File: src/vec_pkg.sv
////////////////////////////////////////////////////
// Vector integer core shared definitions
// Widths, ALU opcodes and the two instruction views
////////////////////////////////////////////////////
package vec_pkg;

    localparam int num_lanes     = 4;                 // Vector lanes
    localparam int num_regs      = 8;                 // Vector registers
    localparam int scalar_width  = 32;                // Bits per lane word
    localparam int reg_idx_width = $clog2(num_regs);  // Register number width
    localparam int imm_width     = 14;                // Immediate field width

    typedef logic [scalar_width-1:0] scalar_t;        // One lane word
    typedef scalar_t [num_lanes-1:0] vector_t;        // Lane 0 in the low word
    typedef logic [num_lanes-1:0] lane_mask_t;        // Bit i enables lane i
    typedef logic [reg_idx_width-1:0] reg_idx_t;

    // Per-lane integer ALU operations
    typedef enum logic [3:0] {
        op_add = 4'd0,
        op_sub = 4'd1,
        op_and = 4'd2,
        op_or  = 4'd3,
        op_xor = 4'd4,
        op_shl = 4'd5,    // Logical left, low 5 bits of operand 2
        op_shr = 4'd6,    // Logical right, low 5 bits of operand 2
        op_seq = 4'd7,    // 1 when equal
        op_slt = 4'd8     // 1 when signed less than
    } alu_op_t;           // Codes 9 to 15 give zero

    // Register form, both sources from the register file
    typedef struct packed {
        alu_op_t    op;       // [31:28]
        logic       is_imm;   // [27] Zero in this view
        reg_idx_t   dest;     // [26:24]
        reg_idx_t   src1;     // [23:21]
        reg_idx_t   src2;     // [20:18]
        lane_mask_t mask;     // [17:14]
        logic [13:0] unused;  // [13:0]
    } r_format_t;

    // Immediate form, second operand broadcast to all lanes
    typedef struct packed {
        alu_op_t    op;       // [31:28]
        logic       is_imm;   // [27] One in this view
        reg_idx_t   dest;     // [26:24]
        reg_idx_t   src1;     // [23:21]
        logic [2:0] unused;   // [20:18] Where src2 sits in the register form
        lane_mask_t mask;     // [17:14] Same place as in the register form
        logic [imm_width-1:0] imm;  // [13:0] Sign-extended to a lane word
    } i_format_t;

    // One instruction word, is_imm picks the view
    typedef union packed {
        r_format_t r;
        i_format_t i;
    } instruction_t;

endpackage
File: src/int_lane.sv
////////////////////////////////////////////////////
// Single lane integer ALU, result registered
////////////////////////////////////////////////////
`timescale 1ns/10ps

module int_lane (
    input                       clk,
    input                       arst_n,
    input  vec_pkg::alu_op_t    op,
    input  vec_pkg::scalar_t    operand1,
    input  vec_pkg::scalar_t    operand2,
    output vec_pkg::scalar_t    result
);
    import vec_pkg::*;

    scalar_t    alu_out;   // Combinational ALU value
    logic [4:0] shamt;     // Shift amount
    logic       is_equal;
    logic       is_less;   // Signed compare

    assign shamt    = operand2[4:0];
    assign is_equal = operand1 == operand2;
    assign is_less  = $signed(operand1) < $signed(operand2);

    always_comb begin
        case (op)
            op_add:  alu_out = operand1 + operand2;
            op_sub:  alu_out = operand1 - operand2;
            op_and:  alu_out = operand1 & operand2;
            op_or:   alu_out = operand1 | operand2;
            op_xor:  alu_out = operand1 ^ operand2;
            op_shl:  alu_out = operand1 << shamt;
            op_shr:  alu_out = operand1 >> shamt;  // Zero fill
            op_seq:  alu_out = scalar_t'(is_equal);
            op_slt:  alu_out = scalar_t'(is_less);
            default: alu_out = '0;                 // Unassigned codes
        endcase
    end

    // Registered every cycle, validity rides with writeback control
    always_ff @(posedge clk or negedge arst_n) begin
        if (!arst_n) begin
            result <= '0;
        end else begin
            result <= alu_out;
        end
    end

endmodule

File: config.mk
export PLATFORM = sky130hd
export DESIGN_NAME = int_lane
export DESIGN_NICKNAME = d
export VERILOG_FILES = /design/src/vec_pkg.sv /design/src/int_lane.sv
export SDC_FILE = /design/constraint.sdc
export NUM_CORES = 1
export LEC_CHECK = 0
export BUFFER_PORTS_ARGS = -buffer_cell sky130_fd_sc_hd__buf_2
export CAP_MARGIN = 10
export CELL_PAD_IN_SITES_DETAIL_PLACEMENT = 1
export CELL_PAD_IN_SITES_GLOBAL_PLACEMENT = 1
export CORE_MARGIN = 2
export CORE_UTILIZATION = 48
export CTS_BUF_LIST = sky130_fd_sc_hd__clkbuf_4
export DETAILED_ROUTE_END_ITERATION = 7
export PLACE_DENSITY = 0.95
export SYNTH_ARGS = -nofsm -noshare
export SYNTH_HDL_FRONTEND = slang
export SYNTH_SLANG_ARGS = --single-unit
export TNS_END_PERCENT = 100
File: constraint.sdc
create_clock -name clk -period 1.1 [get_ports clk]
set_clock_uncertainty 0.1 [all_clocks]
set_input_delay 0 -clock clk [delete_from_list [all_inputs] [get_ports clk]]
set_output_delay 0 -clock clk [all_outputs]
set_load 0.05 [all_outputs]
==> results.yml, run 1 <==
place:
  portBuffers: 101
  dp_hpwl_um: 54900
  place.gp.congestion: 1.21
outcome:
  first-error: "[ERROR DPL-0033] detailed placement checks failed during check placement."
  status: "did not finish"
  haltStage: "3_5_place_dp"
synthesis:
  seq_area_frac_synth_pct: 9.06
  synth_nets: 1428
  synth.avg_cell_area_um2: 7.02
  synth.cell_area_um2: 8840
  yosysUniqueCellTypes: 72
  synth_cells: 1259
  synth_edf_count: 0
  ys_ff_latch: 32
  ys.warnings.count: 0
  async_flop_share_pct: 100
  synth_ff_type: "dfrtp_1"
floorplan:
  initial_utilization_pct: 49.0
  fp-row-count: 49
  die_w_um: 140
  ios: 102
  die_y_um: 140
cell families after synthesis:
family	Yosys count	share of synthesized area, %
compound gates	476	35.0
xor+xnor	22	2.18
fa+ha+maj	99	14.2
buf+inv	190	8.49
flops	32	9.06
mux	85	12.7
simple gates	355	18.3
cells in the mapped netlist (17+ instances only):
cell | n | share of area, %
a21oi_1 | 130 | 7.4
nor2_1 | 122 | 5.2
o21ai_0 | 117 | 6.6
nand2_1 | 101 | 4.3
ha_1 | 97 | 14
inv_1 | 96 | 4.1
mux2i_1 | 56 | 6.3
clkbuf_1 | 54 | 2.3
nor3_1 | 33 | 1.9
dfrtp_1 | 32 | 9.1
a221oi_1 | 24 | 2.4
o211ai_1 | 23 | 2.0
mux4_2 | 21 | 5.4
a21o_1 | 20 | 1.7
xnor2_1 | 20 | 2.0
nand3_1 | 19 | 1.1
o22ai_1 | 19 | 1.3
buf_1 | 18 | 0.76
buf_2 | 18 | 1.0
nand2b_1 | 17 | 1.2
stage by stage:
step,cell area [um^2],worst slack [ns]
3_3_place_gp,12900,-1.83
2_1_floorplan,9050,-1.87
==> run 2, diff against run 1 <==
CELL_PAD_IN_SITES_DETAIL_PLACEMENT = not set   (was 1)
CELL_PAD_IN_SITES_GLOBAL_PLACEMENT = not set   (was 1)
CORE_UTILIZATION = 35   (was 48)
CTS_BUF_LIST = not set   (was sky130_fd_sc_hd__clkbuf_4)
PLACE_DENSITY = not set   (was 0.95)
PLACE_DENSITY_LB_ADDON = 0.15   (was not set)
==> run 2 against run 1 <==
  * The flow now finishes, with violations (negative setup slack)
  * Synthesized cell count unchanged
  * Synthesized area unchanged
==> results.yml, run 2 <==
outcome:
  status: "finished with violations"
  violations: "negative setup slack"
synthesis:
  yosysUniqueCellTypes: 72
  seq_area_frac_synth_pct: 9.06
  synth_top_area_share_pct: 13.7
  synth_edf_count: 0
  ys_ff_latch: 32
  async_flop_share_pct: 100
  ys.warnings.count: 0
  ys_top_cells_by_count: "a21oi_1, nor2_1, o21ai_0"
  synth_nets: 1428
  synth.area.top_cells: "ha_1, dfrtp_1, a21oi_1"
  yosysTopAreaCell: "ha_1"
  synth_ff_type: "dfrtp_1"
  synth.avg_cell_area_um2: 7.02
  yosysMostFrequentCell: "a21oi_1"
  synth_cells: 1259
  synth.cell_area_um2: 8840
setup_path:
  setup.worst_path.class: "input port to flop"
  worstPathRequired_ns: 1.20
  cp.arrival_ns: 2.68
  worstSetupEndpointType: "flop"
  cp-start-kind: "input port"
  crit_fanout: 5
grt:
  grt_max_degree: 57
  grt_use_total_pct: 38.2
  grt_pass1_vias: 12500
  grt_overflow_total: 0
  grt_pass1_wl_um: 76100
  antenna_found_initial: 2
timing:
  fmax_mhz: 387
  hold_violations: 0
  tightest_slew_ns: 0.885
  finalCriticalPeriod_ns: 2.58
  finalSetupViolations: 32
  slew_headroom_pct: 40.6
  drv_slew: 0
  fin_ws_ns: -1.48
  finalSetupTns_ns: -38.43
  post-route-period-util_pct: 235
  rsz0062_at_grt: "true"
cells_and_area:
  regMostFlops: "result"
  area_growth_pct: 78.4
  largest_register_ffs: 32
  fin_util_pct: 63.2
  largestRegisters: "result x32"
  drive_gt1_share_pct: 50.1
  nets: 2021
  final_common_cell: "buf_4"
  mostFrequentLayoutCells: "buf_4, nor2_1, nand2_1, a21oi_1, buf_2"
power:
  total_power_mw: 11.9
  cellLeakagePower_nw: 7.54
  power.density_nw_per_um2: 754
  vdd_ir_drop_max_mv: 0.576
clock_network:
  numCtsBuffers: 5
  clkSinkCount: 32
  cts_root_buf: "clkbuf_16"
  cts_tree: "done"
  clock_path_buffers: 2
  cts-htree-levels: 2
  clkSlewWorstSetupHoldPaths_ns: 0.06
drt:
  viasPerCell: 5.87
  firstDrtPassIters: 7
  drt_iter0_drc: 1421
  drtAntennaViolNets: 0
  routed_wl_um: 51800
  wl_per_cell_um: 23.7
  drt_drc_violations_left: 0
  vias: 12800
floorplan:
  die_w_um: 163
  core_area_um2: 25000
  die_y_um: 163
  initial_utilization_pct: 35.4
  die_area_um2: 26500
  ios: 102
  fp-row-count: 58
place:
  place.gp.congestion: 1.04
  portBuffers: 101
  dp_hpwl_um: 40500
  dpl_worst_slack_ns: -2.09
min_path:
  holdCritStartpoint: "op[2]"
  min_to: "result[0]"
  worstHoldPathCells: 4
  min_path_type: "input port to flop"
flow_run:
  drv_cap: 0
==> run 2: repair_timing <==
action,CTS,global route
endpoints found under the setup margin,32,32
endpoints found under the hold margin,32,0
pin swaps,103,86
setup buffers,49,26
hold buffers,1,0
gates cloned,7,0
gates resized for setup,271,103
==> run 2: cell type report <==
| type | instances | area, um^2 |
|---|---|---|
| well taps | 330 | 413 |
| clock buffers | 8 | 146 |
| inverters | 97 | 392 |
| repair buffers | 679 | 5360 |
| fillers | 2304 | 9200 |
| diodes | 1 | 2.50 |
| multi-input cells | 1037 | 8650 |
| flip-flops and latches | 32 | 801 |
==> run 2: where the power goes <==
| group | switching, mW | internal (mW) |
|---|---|---|
| Clock | 0.615 | 0.907 |
| Sequential | 0.0648 | 1.32 |
| Combinational | 4.88 | 4.10 |
| Total | 5.56 | 6.33 |
==> run 2: cells by family after synthesis <==
family / Yosys count / synth area share, %
buf+inv: 190 / 8.49
compound gates: 476 / 35.0
mux: 85 / 12.7
flops: 32 / 9.06
xor+xnor: 22 / 2.18
fa+ha+maj: 99 / 14.2
simple gates: 355 / 18.3
==> run 2: per-stage QoR <==
stage | cells | hold slack [ns] | instance area, um^2
CTS | 2166 | 0.113 | 15200
global placement | 2105 | -0.0362 | 13300
finish | 2184 | 0.114 | 15800
floorplan | 1259 | -0.396 | 9050
global route | 2184 | 0.140 | 15800
detailed placement | 2105 | -0.0270 | 13300
==> run 2: worst max-delay path by stage <==
stage,startpoint,to,slack (ns)
after floorplan,operand2[2],result[28],-1.87
after global routing,operand1[16],result[30],-1.54
final,operand1[10],result[30],-1.48
after detailed placement,operand1[0],result[30],-2.09
after global placement,operand1[7],result[29],-2.00
after CTS,operand1[7],result[28],-1.53
==> run 2: metal layers <==
layer  track usage, %  vias up  part of all wire, %
met5                0        -                    0
met4             13.3        0                  3.7
met3             7.33      132                  9.8
met2             60.5      701                   45
met1             51.8     6132                   42
li1                 -     5845                    -
==> run 2: critical path, cell delays in order <==
cell and delay, ns:
buf_2 0.11, inv_1 0.18, ha_4 0.26, and2_1 0.16, and3_1 0.21, a41oi_2 0.25
nand4_1 0.21, nor3_2 0.24, o31a_1 0.30, a2111oi_4 0.11, or4b_1 0.53, o211ai_1 0.13
No activity file was read; power rests on OpenSTA's default activity.
