<file path="src/vec_pkg.sv">
////////////////////////////////////////////////////
// Vector integer core shared definitions
// Widths, ALU opcodes and the two instruction views
////////////////////////////////////////////////////
package vec_pkg;

    localparam int num_lanes     = 4;                 // Vector lanes
    localparam int num_regs      = 8;                 // Vector registers
    localparam int scalar_width  = 32;                // Bits per lane word
    localparam int reg_idx_width = $clog2(num_regs);  // Register number width
    localparam int imm_width     = 14;                // Immediate field width

    typedef logic [scalar_width-1:0] scalar_t;        // One lane word
    typedef scalar_t [num_lanes-1:0] vector_t;        // Lane 0 in the low word
    typedef logic [num_lanes-1:0] lane_mask_t;        // Bit i enables lane i
    typedef logic [reg_idx_width-1:0] reg_idx_t;

    // Per-lane integer ALU operations
    typedef enum logic [3:0] {
        op_add = 4'd0,
        op_sub = 4'd1,
        op_and = 4'd2,
        op_or  = 4'd3,
        op_xor = 4'd4,
        op_shl = 4'd5,    // Logical left, low 5 bits of operand 2
        op_shr = 4'd6,    // Logical right, low 5 bits of operand 2
        op_seq = 4'd7,    // 1 when equal
        op_slt = 4'd8     // 1 when signed less than
    } alu_op_t;           // Codes 9 to 15 give zero

    // Register form, both sources from the register file
    typedef struct packed {
        alu_op_t    op;       // [31:28]
        logic       is_imm;   // [27] Zero in this view
        reg_idx_t   dest;     // [26:24]
        reg_idx_t   src1;     // [23:21]
        reg_idx_t   src2;     // [20:18]
        lane_mask_t mask;     // [17:14]
        logic [13:0] unused;  // [13:0]
    } r_format_t;

    // Immediate form, second operand broadcast to all lanes
    typedef struct packed {
        alu_op_t    op;       // [31:28]
        logic       is_imm;   // [27] One in this view
        reg_idx_t   dest;     // [26:24]
        reg_idx_t   src1;     // [23:21]
        logic [2:0] unused;   // [20:18] Where src2 sits in the register form
        lane_mask_t mask;     // [17:14] Same place as in the register form
        logic [imm_width-1:0] imm;  // [13:0] Sign-extended to a lane word
    } i_format_t;

    // One instruction word, is_imm picks the view
    typedef union packed {
        r_format_t r;
        i_format_t i;
    } instruction_t;

endpackage
</file>
<file path="src/lane_writeback.sv">
////////////////////////////////////////////////////
// Lane writeback
// Lines up control with lane results, drives the
// result outputs and the register file write
////////////////////////////////////////////////////
`timescale 1ns/10ps

module lane_writeback (
    input                          clk,
    input                          arst_n,
    input                          of_valid,
    input  vec_pkg::reg_idx_t      of_dest,
    input  vec_pkg::lane_mask_t    of_mask,
    input  vec_pkg::vector_t       lane_results,  // Gathered lane outputs
    output logic                   result_valid,
    output vec_pkg::vector_t       result,
    output vec_pkg::lane_mask_t    result_mask,
    output vec_pkg::reg_idx_t      result_reg,
    output logic                   wb_en,
    output vec_pkg::reg_idx_t      wb_reg,
    output vec_pkg::lane_mask_t    wb_mask,
    output vec_pkg::vector_t       wb_value
);
    import vec_pkg::*;

    logic       ex_valid;  // Control during the ALU stage
    reg_idx_t   ex_dest;
    lane_mask_t ex_mask;

    // Delay control by the lane ALU latency
    always_ff @(posedge clk or negedge arst_n) begin
        if (!arst_n) begin
            ex_valid <= 1'b0;
            ex_dest  <= '0;
            ex_mask  <= '0;
        end else begin
            ex_valid <= of_valid;
            ex_dest  <= of_dest;
            ex_mask  <= of_mask;
        end
    end

    // Result registers
    always_ff @(posedge clk or negedge arst_n) begin
        if (!arst_n) begin
            result_valid <= 1'b0;
            result       <= '0;
            result_mask  <= '0;
            result_reg   <= '0;
        end else begin
            result_valid <= ex_valid;      // One-cycle pulse per instruction
            result       <= lane_results;  // Every lane, enabled or not
            result_mask  <= ex_mask;
            result_reg   <= ex_dest;
        end
    end

    // Register file write, taken by operand fetch at the next edge
    assign wb_en    = result_valid;
    assign wb_reg   = result_reg;
    assign wb_mask  = result_mask;  // Lanes outside the mask stay untouched
    assign wb_value = result;

endmodule

</file>
<file path="config.mk">
export PLATFORM = sky130hd
export DESIGN_NAME = lane_writeback
export DESIGN_NICKNAME = d
export VERILOG_FILES = /design/src/vec_pkg.sv /design/src/lane_writeback.sv
export SDC_FILE = /design/constraint.sdc
export NUM_CORES = 1
export LEC_CHECK = 0
export ABC_AREA = 1
export BUFFER_PORTS_ARGS = -buffer_cell sky130_fd_sc_hd__buf_4
export CAP_MARGIN = 20
export CORE_AREA = 2 2 161 163
export DETAILED_ROUTE_END_ITERATION = 8
export DIE_AREA = 0 0 163 165
export HOLD_SLACK_MARGIN = 0.15
export PLACE_DENSITY = 0.54
export RECOVER_POWER = 100
export SLEW_MARGIN = 20
export SYNTH_ARGS = -nofsm -noshare
export SYNTH_HDL_FRONTEND = slang
export SYNTH_SLANG_ARGS = --single-unit
</file>
<file path="constraint.sdc">
create_clock -name clk -period 2 [get_ports clk]
set_clock_uncertainty 0.15 [all_clocks]
set_input_delay 0.2 -clock clk [delete_from_list [all_inputs] [get_ports clk]]
set_output_delay 0.2 -clock clk [all_outputs]
set_load 0.03 [all_outputs]
</file>
**After elaboration in Yosys (flattened, before gate mapping)**

Index checks and enable logic that the tools add are counted.

- Bits in registers: 144
- Input bits: 138
- Output and inout bits: 272

**Logic depth before layout (Yosys ltp)**

Gate-level depths: netlist of run 1.

- Depth after elaboration: 0
- Mapped depth: 1
- Gate-level depth less buffers: 0

**Worst setup path after synthesis of run 1**

OpenSTA, ideal clock, no wires.

- Kind: register to output
- From: register result_valid
- To: output wb_en
- Arrival time: 703 ps
- Data required time: 1650 ps
- Slack: 947 ps
- Cell stages (with the launch flop): 2
- Cell sequence: dfrtp_1 buf_4

RTL lines:

| element | RTL line | source |
|---|---|---|
| start, declared | lane_writeback.sv:15 | `output logic result_valid,` |
| start signal, assigned | lane_writeback.sv:51 | `result_valid <= ex_valid;` |
| end, declared | lane_writeback.sv:19 | `output logic wb_en,` |

No word-level cell between the ends.

==> impl_metrics.toml, run 1 <==
[grt]
first_global_vias = 3852
grt_antenna_before_repair = 1
grt_usage = 0.109
grt_overflow = 0
grt_max_degree = 46
grt_pass1_wl_um = 21500

[sta]
worst_slack_ns = 0.381
fin_crit_ns = 1.62
max_slew_margin = 0.666
grt_setup_unrepaired = "no"
whs_ns = 0.195
setup_viol = 0
min_period_over_period = 0.810
worst_pin_slew_ns = 0.504
max_freq_mhz = 618
hold_viol = 0
slew_violations = 0
fin_setup_tns_ns = 0

[critical_path]
worstSetupStartpointType = "primary input"
path_class = "in2async"
worst_setup_path_end_kind = "async pin"
cp_max_fo = 45
worstPathRequired_ns = 2.42
crit_arrival_ns = 2.04

[synth]
ys_ff_latch = 144
synth_area_um2 = 4620
synth_sequential_area_ratio = 0.779
syn_area_per_cell_um2 = 16.5
synth.distinct_cells = 2
yosys.area.top_type = "dfrtp_1"
synth_top_area_frac = 0.779
syn_inst = 280
synth_fp_nets = 418
yosysWarnings = 0
yosys-top-cells-area = "dfrtp_1 78%, buf_4 22%"

[die]
ios = 410
die_area_um2 = 26900
core_area_um2 = 25000
die_h_um = 165
die_x_um = 163
num_rows = 58
start_util = 0.185

[route]
wl_per_cell_um = 14.7
drt_iter0_markers = 99
drt-total-wl_um = 15600
via_per_inst = 3.35
vias = 3544
drcViolationCount = 0
drtAntennaViolNets = 0
dr.pass1.iters = 4

[clock_tree]
clockBufferDepth = 2
numClockSinks = 144
clock_latency_ns = 0.41
htreeDepth = 4
cts_tree = "yes"
path_clk_slew_ns = 0.06
cts-root-buf = "clkbuf_16"
cts_made_buffers = 17

[cells_and_area]
fin_area_um2 = 8040
num-multi-input-gates = 0
largest_register_ffs = 131
final_util = 0.321
diodes = 0
final_nets = 854
drive_gt1_frac = 0.223
multi_input_area_um2 = 0
area_growth_pct = 73.8

[pwr]
ir_drop_mv = 0.398
power.leakage_nw = 3.47
power_density_nw_per_um2 = 934

[hold_path]
hp-class = "reg2reg"

[run]
cap_violations = 0

[placed_design]
dp_slack_ns = 1.04
port_buffers = 409
placed_cell_area_um2 = 7160
place_congestion = 0.736
dpl.hpwl_um = 11500

[status]
status = "completed"
## worst max-delay path, cell delays in order
cell and delay, ns:
dlygate4sd3_1 0.52, dlygate4sd3_1 0.57, buf_6 0.38, clkbuf_2 0.36
## Yosys cell counts
library cell  count
dfrtp_1         144
buf_4           136
## timing repair
item	CTS	global route
setup buffers	0	0
resized for setup	0	0
hold endpoints to repair	280	0
hold buffers	138	0
## worst paths after layout
path,startpoint,to,cells past startpoint,slack (ns)
min in group asynchronous,arst_n,result[102],3,0.68
max reg2reg,ex_valid,result_valid,0,1.32
min,ex_dest[1],result_reg[1],0,0.20
max,arst_n,ex_dest[1],4,0.38
min reg2reg,ex_dest[1],result_reg[1],0,0.20
max in group clk,result[92],wb_value[92],1,0.48
## layer usage
layer  up-vias  wire, um  global-route usage
met5         -        13                   0
met4         2       193              0.0370
met3        13      1220              0.0357
met2       219      8450               0.205
met1      1718      5680               0.114
li1       1592         -                   -
## area by class of cell
type,count,area [um^2]
clock buffer,19,453
sequential,144,3600
clock inverter,12,111
tap,330,413
timing repair buffer,553,3450
fill,2750,17000
## power breakdown
part	switching [mW]	internal, mW	leakage, nW
combinational	0.849	0.440	1.52
sequential	0.0910	3.06	1.68
clock	1.28	1.78	0.272
total	2.22	5.28	3.47
## cells by family (layout without fill, tap and decap cells)
| logic type | Yosys count | count (layout) | synth area share |
|---|---|---|---|
| buffers and inverters | 136 | 584 | 0.221 |
| DFF | 144 | 144 | 0.779 |
## metrics by stage
step | power, mW | std cells
global placement | 4.55 | 889
global route | 7.89 | 1058
finish | 7.50 | 1058
detailed placement | 4.56 | 889
floorplan | 3.98 | 280
CTS | 7.94 | 1058
## placed cells by master (no fill, tap or decap)
master         Yosys  layout
clkinv_4           0       3
dlygate4sd3_1      0     138
clkbuf_2           0       2
bufinv_16          0       1
clkinv_2           0       3
clkbuf_16          0      17
buf_12             0       2
clkinvlp_4         0       3
clkbuf_8           0       2
clkbuf_4           0     126
clkbuf_1           0     284
buf_6              0       1
dfrtp_1          144     144
inv_6              0       2
Power figures use the tool's default switching activity.
==> run 2, diff against run 1 <==
CORE_AREA = 2 2 160 162   (was 2 2 161 163)
DIE_AREA = 0 0 162 164   (was 0 0 163 165)
PLACE_DENSITY = 0.56   (was 0.54)
clock period = 1.38 ns   (was 2 ns; I/O delays follow)
==> run 2 against run 1 <==
Count of clock-buffer cells in the layout grew 1; flip-flop and latch count is the same; routed wire length shrank 2.9%; final area grew 4.7%; critical path depth shrank 3; via count grew 0.40%; clock power grew 53%; total power grew 49%; critical endpoint is now wb_reg[0]; register-to-register slack lost 0.57 ns.
==> impl_metrics.toml, run 2 (synthesis gave the netlist of run 1 again) <==
[status]
status = "completed"

[route]
drt-total-wl_um = 15100
wl_per_cell_um = 14.3
drtAntennaViolNets = 0
dr.pass1.iters = 4
via_per_inst = 3.37
drcViolationCount = 0
vias = 3558
drt_iter0_markers = 91

[critical_path]
slowest_stage = "dfrtp_1"
crit_arrival_ns = 1.04
worstSetupStartpointType = "flop"
worst_setup_path_end_kind = "primary output"
cp_max_fo = 2
worstPathRequired_ns = 1.09
cp_cell_sequence = "clkbuf_4"
crit_path_start = "result_reg[0]"
timing.rr.start = "ex_dest[0]"
cp_top_family = "flip-flops"
cpPeakStageDelay_ns = 0.41
path_class = "reg2out"
cp_num_buf_inv = 1

[hold_path]
hp-class = "in2async"

[sta]
max_slew_margin = 0.600
fin_crit_ns = 1.32
fin_setup_tns_ns = 0
grt_setup_unrepaired = "no"
slew_violations = 0
worst_pin_slew_ns = 0.600
hold_viol = 0
max_freq_mhz = 755
setup_viol = 0
min_period_over_period = 0.959

[clock_tree]
cts_made_buffers = 17
clockBufferDepth = 2
cts_tree = "yes"
path_clk_slew_ns = 0.06
holdBufCountCts = 137
numClockSinks = 144
cts_resized = 0
postCtsSetupBuffers = 0
cts-root-buf = "clkbuf_16"
htreeDepth = 4
clock_latency_ns = 0.40

[cells_and_area]
fin_area_um2 = 8410
final_cell_mix = "203 x clkbuf_2, 144 x dfrtp_1, 137 x dlygate4sd3_1, 137 x clkbuf_4, 63 x buf_2"
drive_gt1_frac = 0.599
num-multi-input-gates = 0
fill_cells = 2615
diodes = 0
largest_register_ffs = 131
final_nets = 854
multi_input_area_um2 = 0
final_common_cell = "clkbuf_2"
area_growth_pct = 81.9
seqCellArea_um2 = 3600

[grt]
grt_overflow = 0
grt_pass1_wl_um = 22100
grt_usage = 0.112
first_global_vias = 3922
grt_antenna_before_repair = 1
grt_max_degree = 40

[die]
die_area_um2 = 26600
die_h_um = 164
die_x_um = 162
start_util = 0.186
ios = 410
core_area_um2 = 24800
num_rows = 58

[placed_design]
dpl.hpwl_um = 11100
placed_cell_area_um2 = 7170
place_congestion = 0.760
port_buffers = 409

[pwr]
ir_drop_mv = 0.629
power.leakage_nw = 4.30
power_density_nw_per_um2 = 1330

[run]
cap_violations = 0
-- run 2: path summary, 6_finish.rpt --
check | end | slack [ns] | cells after the start
setup / recovery | wb_reg[0] | 0.06 | 1
hold / removal | result[89] | 0.17 | 2
setup reg to reg | result_reg[0] | 0.75 | 0
hold reg to reg | result_reg[2] | 0.20 | 0
max in group asynchronous | result[85] | 0.18 | 3
min in group clk | result_reg[2] | 0.20 | 0
-- run 2: where the power goes --
part | leakage (nW) | switching [mW] | internal, mW | total (mW)
registers | 1.68 | 0.135 | 4.44 | 4.57
logic | 2.33 | 1.22 | 0.748 | 1.97
clock network | 0.292 | 1.75 | 2.92 | 4.67
-- run 2: area by class of cell --
type / count / area share
timing repair buffer: 553 / 0.452
sequential: 144 / 0.428
clock buffer: 20 / 0.0543
tap: 330 / 0.0491
clock inverter: 9 / 0.0161
-- run 2: layer usage --
metal	part of all wire	GRT usage	vias to the layer above
met3	0.082	0.0379	9
met4	0.012	0.0398	2
met2	0.53	0.203	221
li1	-	-	1595
met5	0.00079	0	-
met1	0.37	0.121	1731
-- run 2: stage by stage --
step	setup WS (ns)	hold slack, ns	util	total power [mW]	cells
CTS	0.0433	0.0634	0.368	11.7	1056
floorplan	0.389	-0.308	-	5.76	280
global route	0.0232	0.204	0.339	11.8	1056
finish	0.0561	0.168	0.339	11.2	1056
detailed placement	0.491	-0.0558	0.289	6.60	890
global placement	0.490	-0.0576	0.289	6.58	890
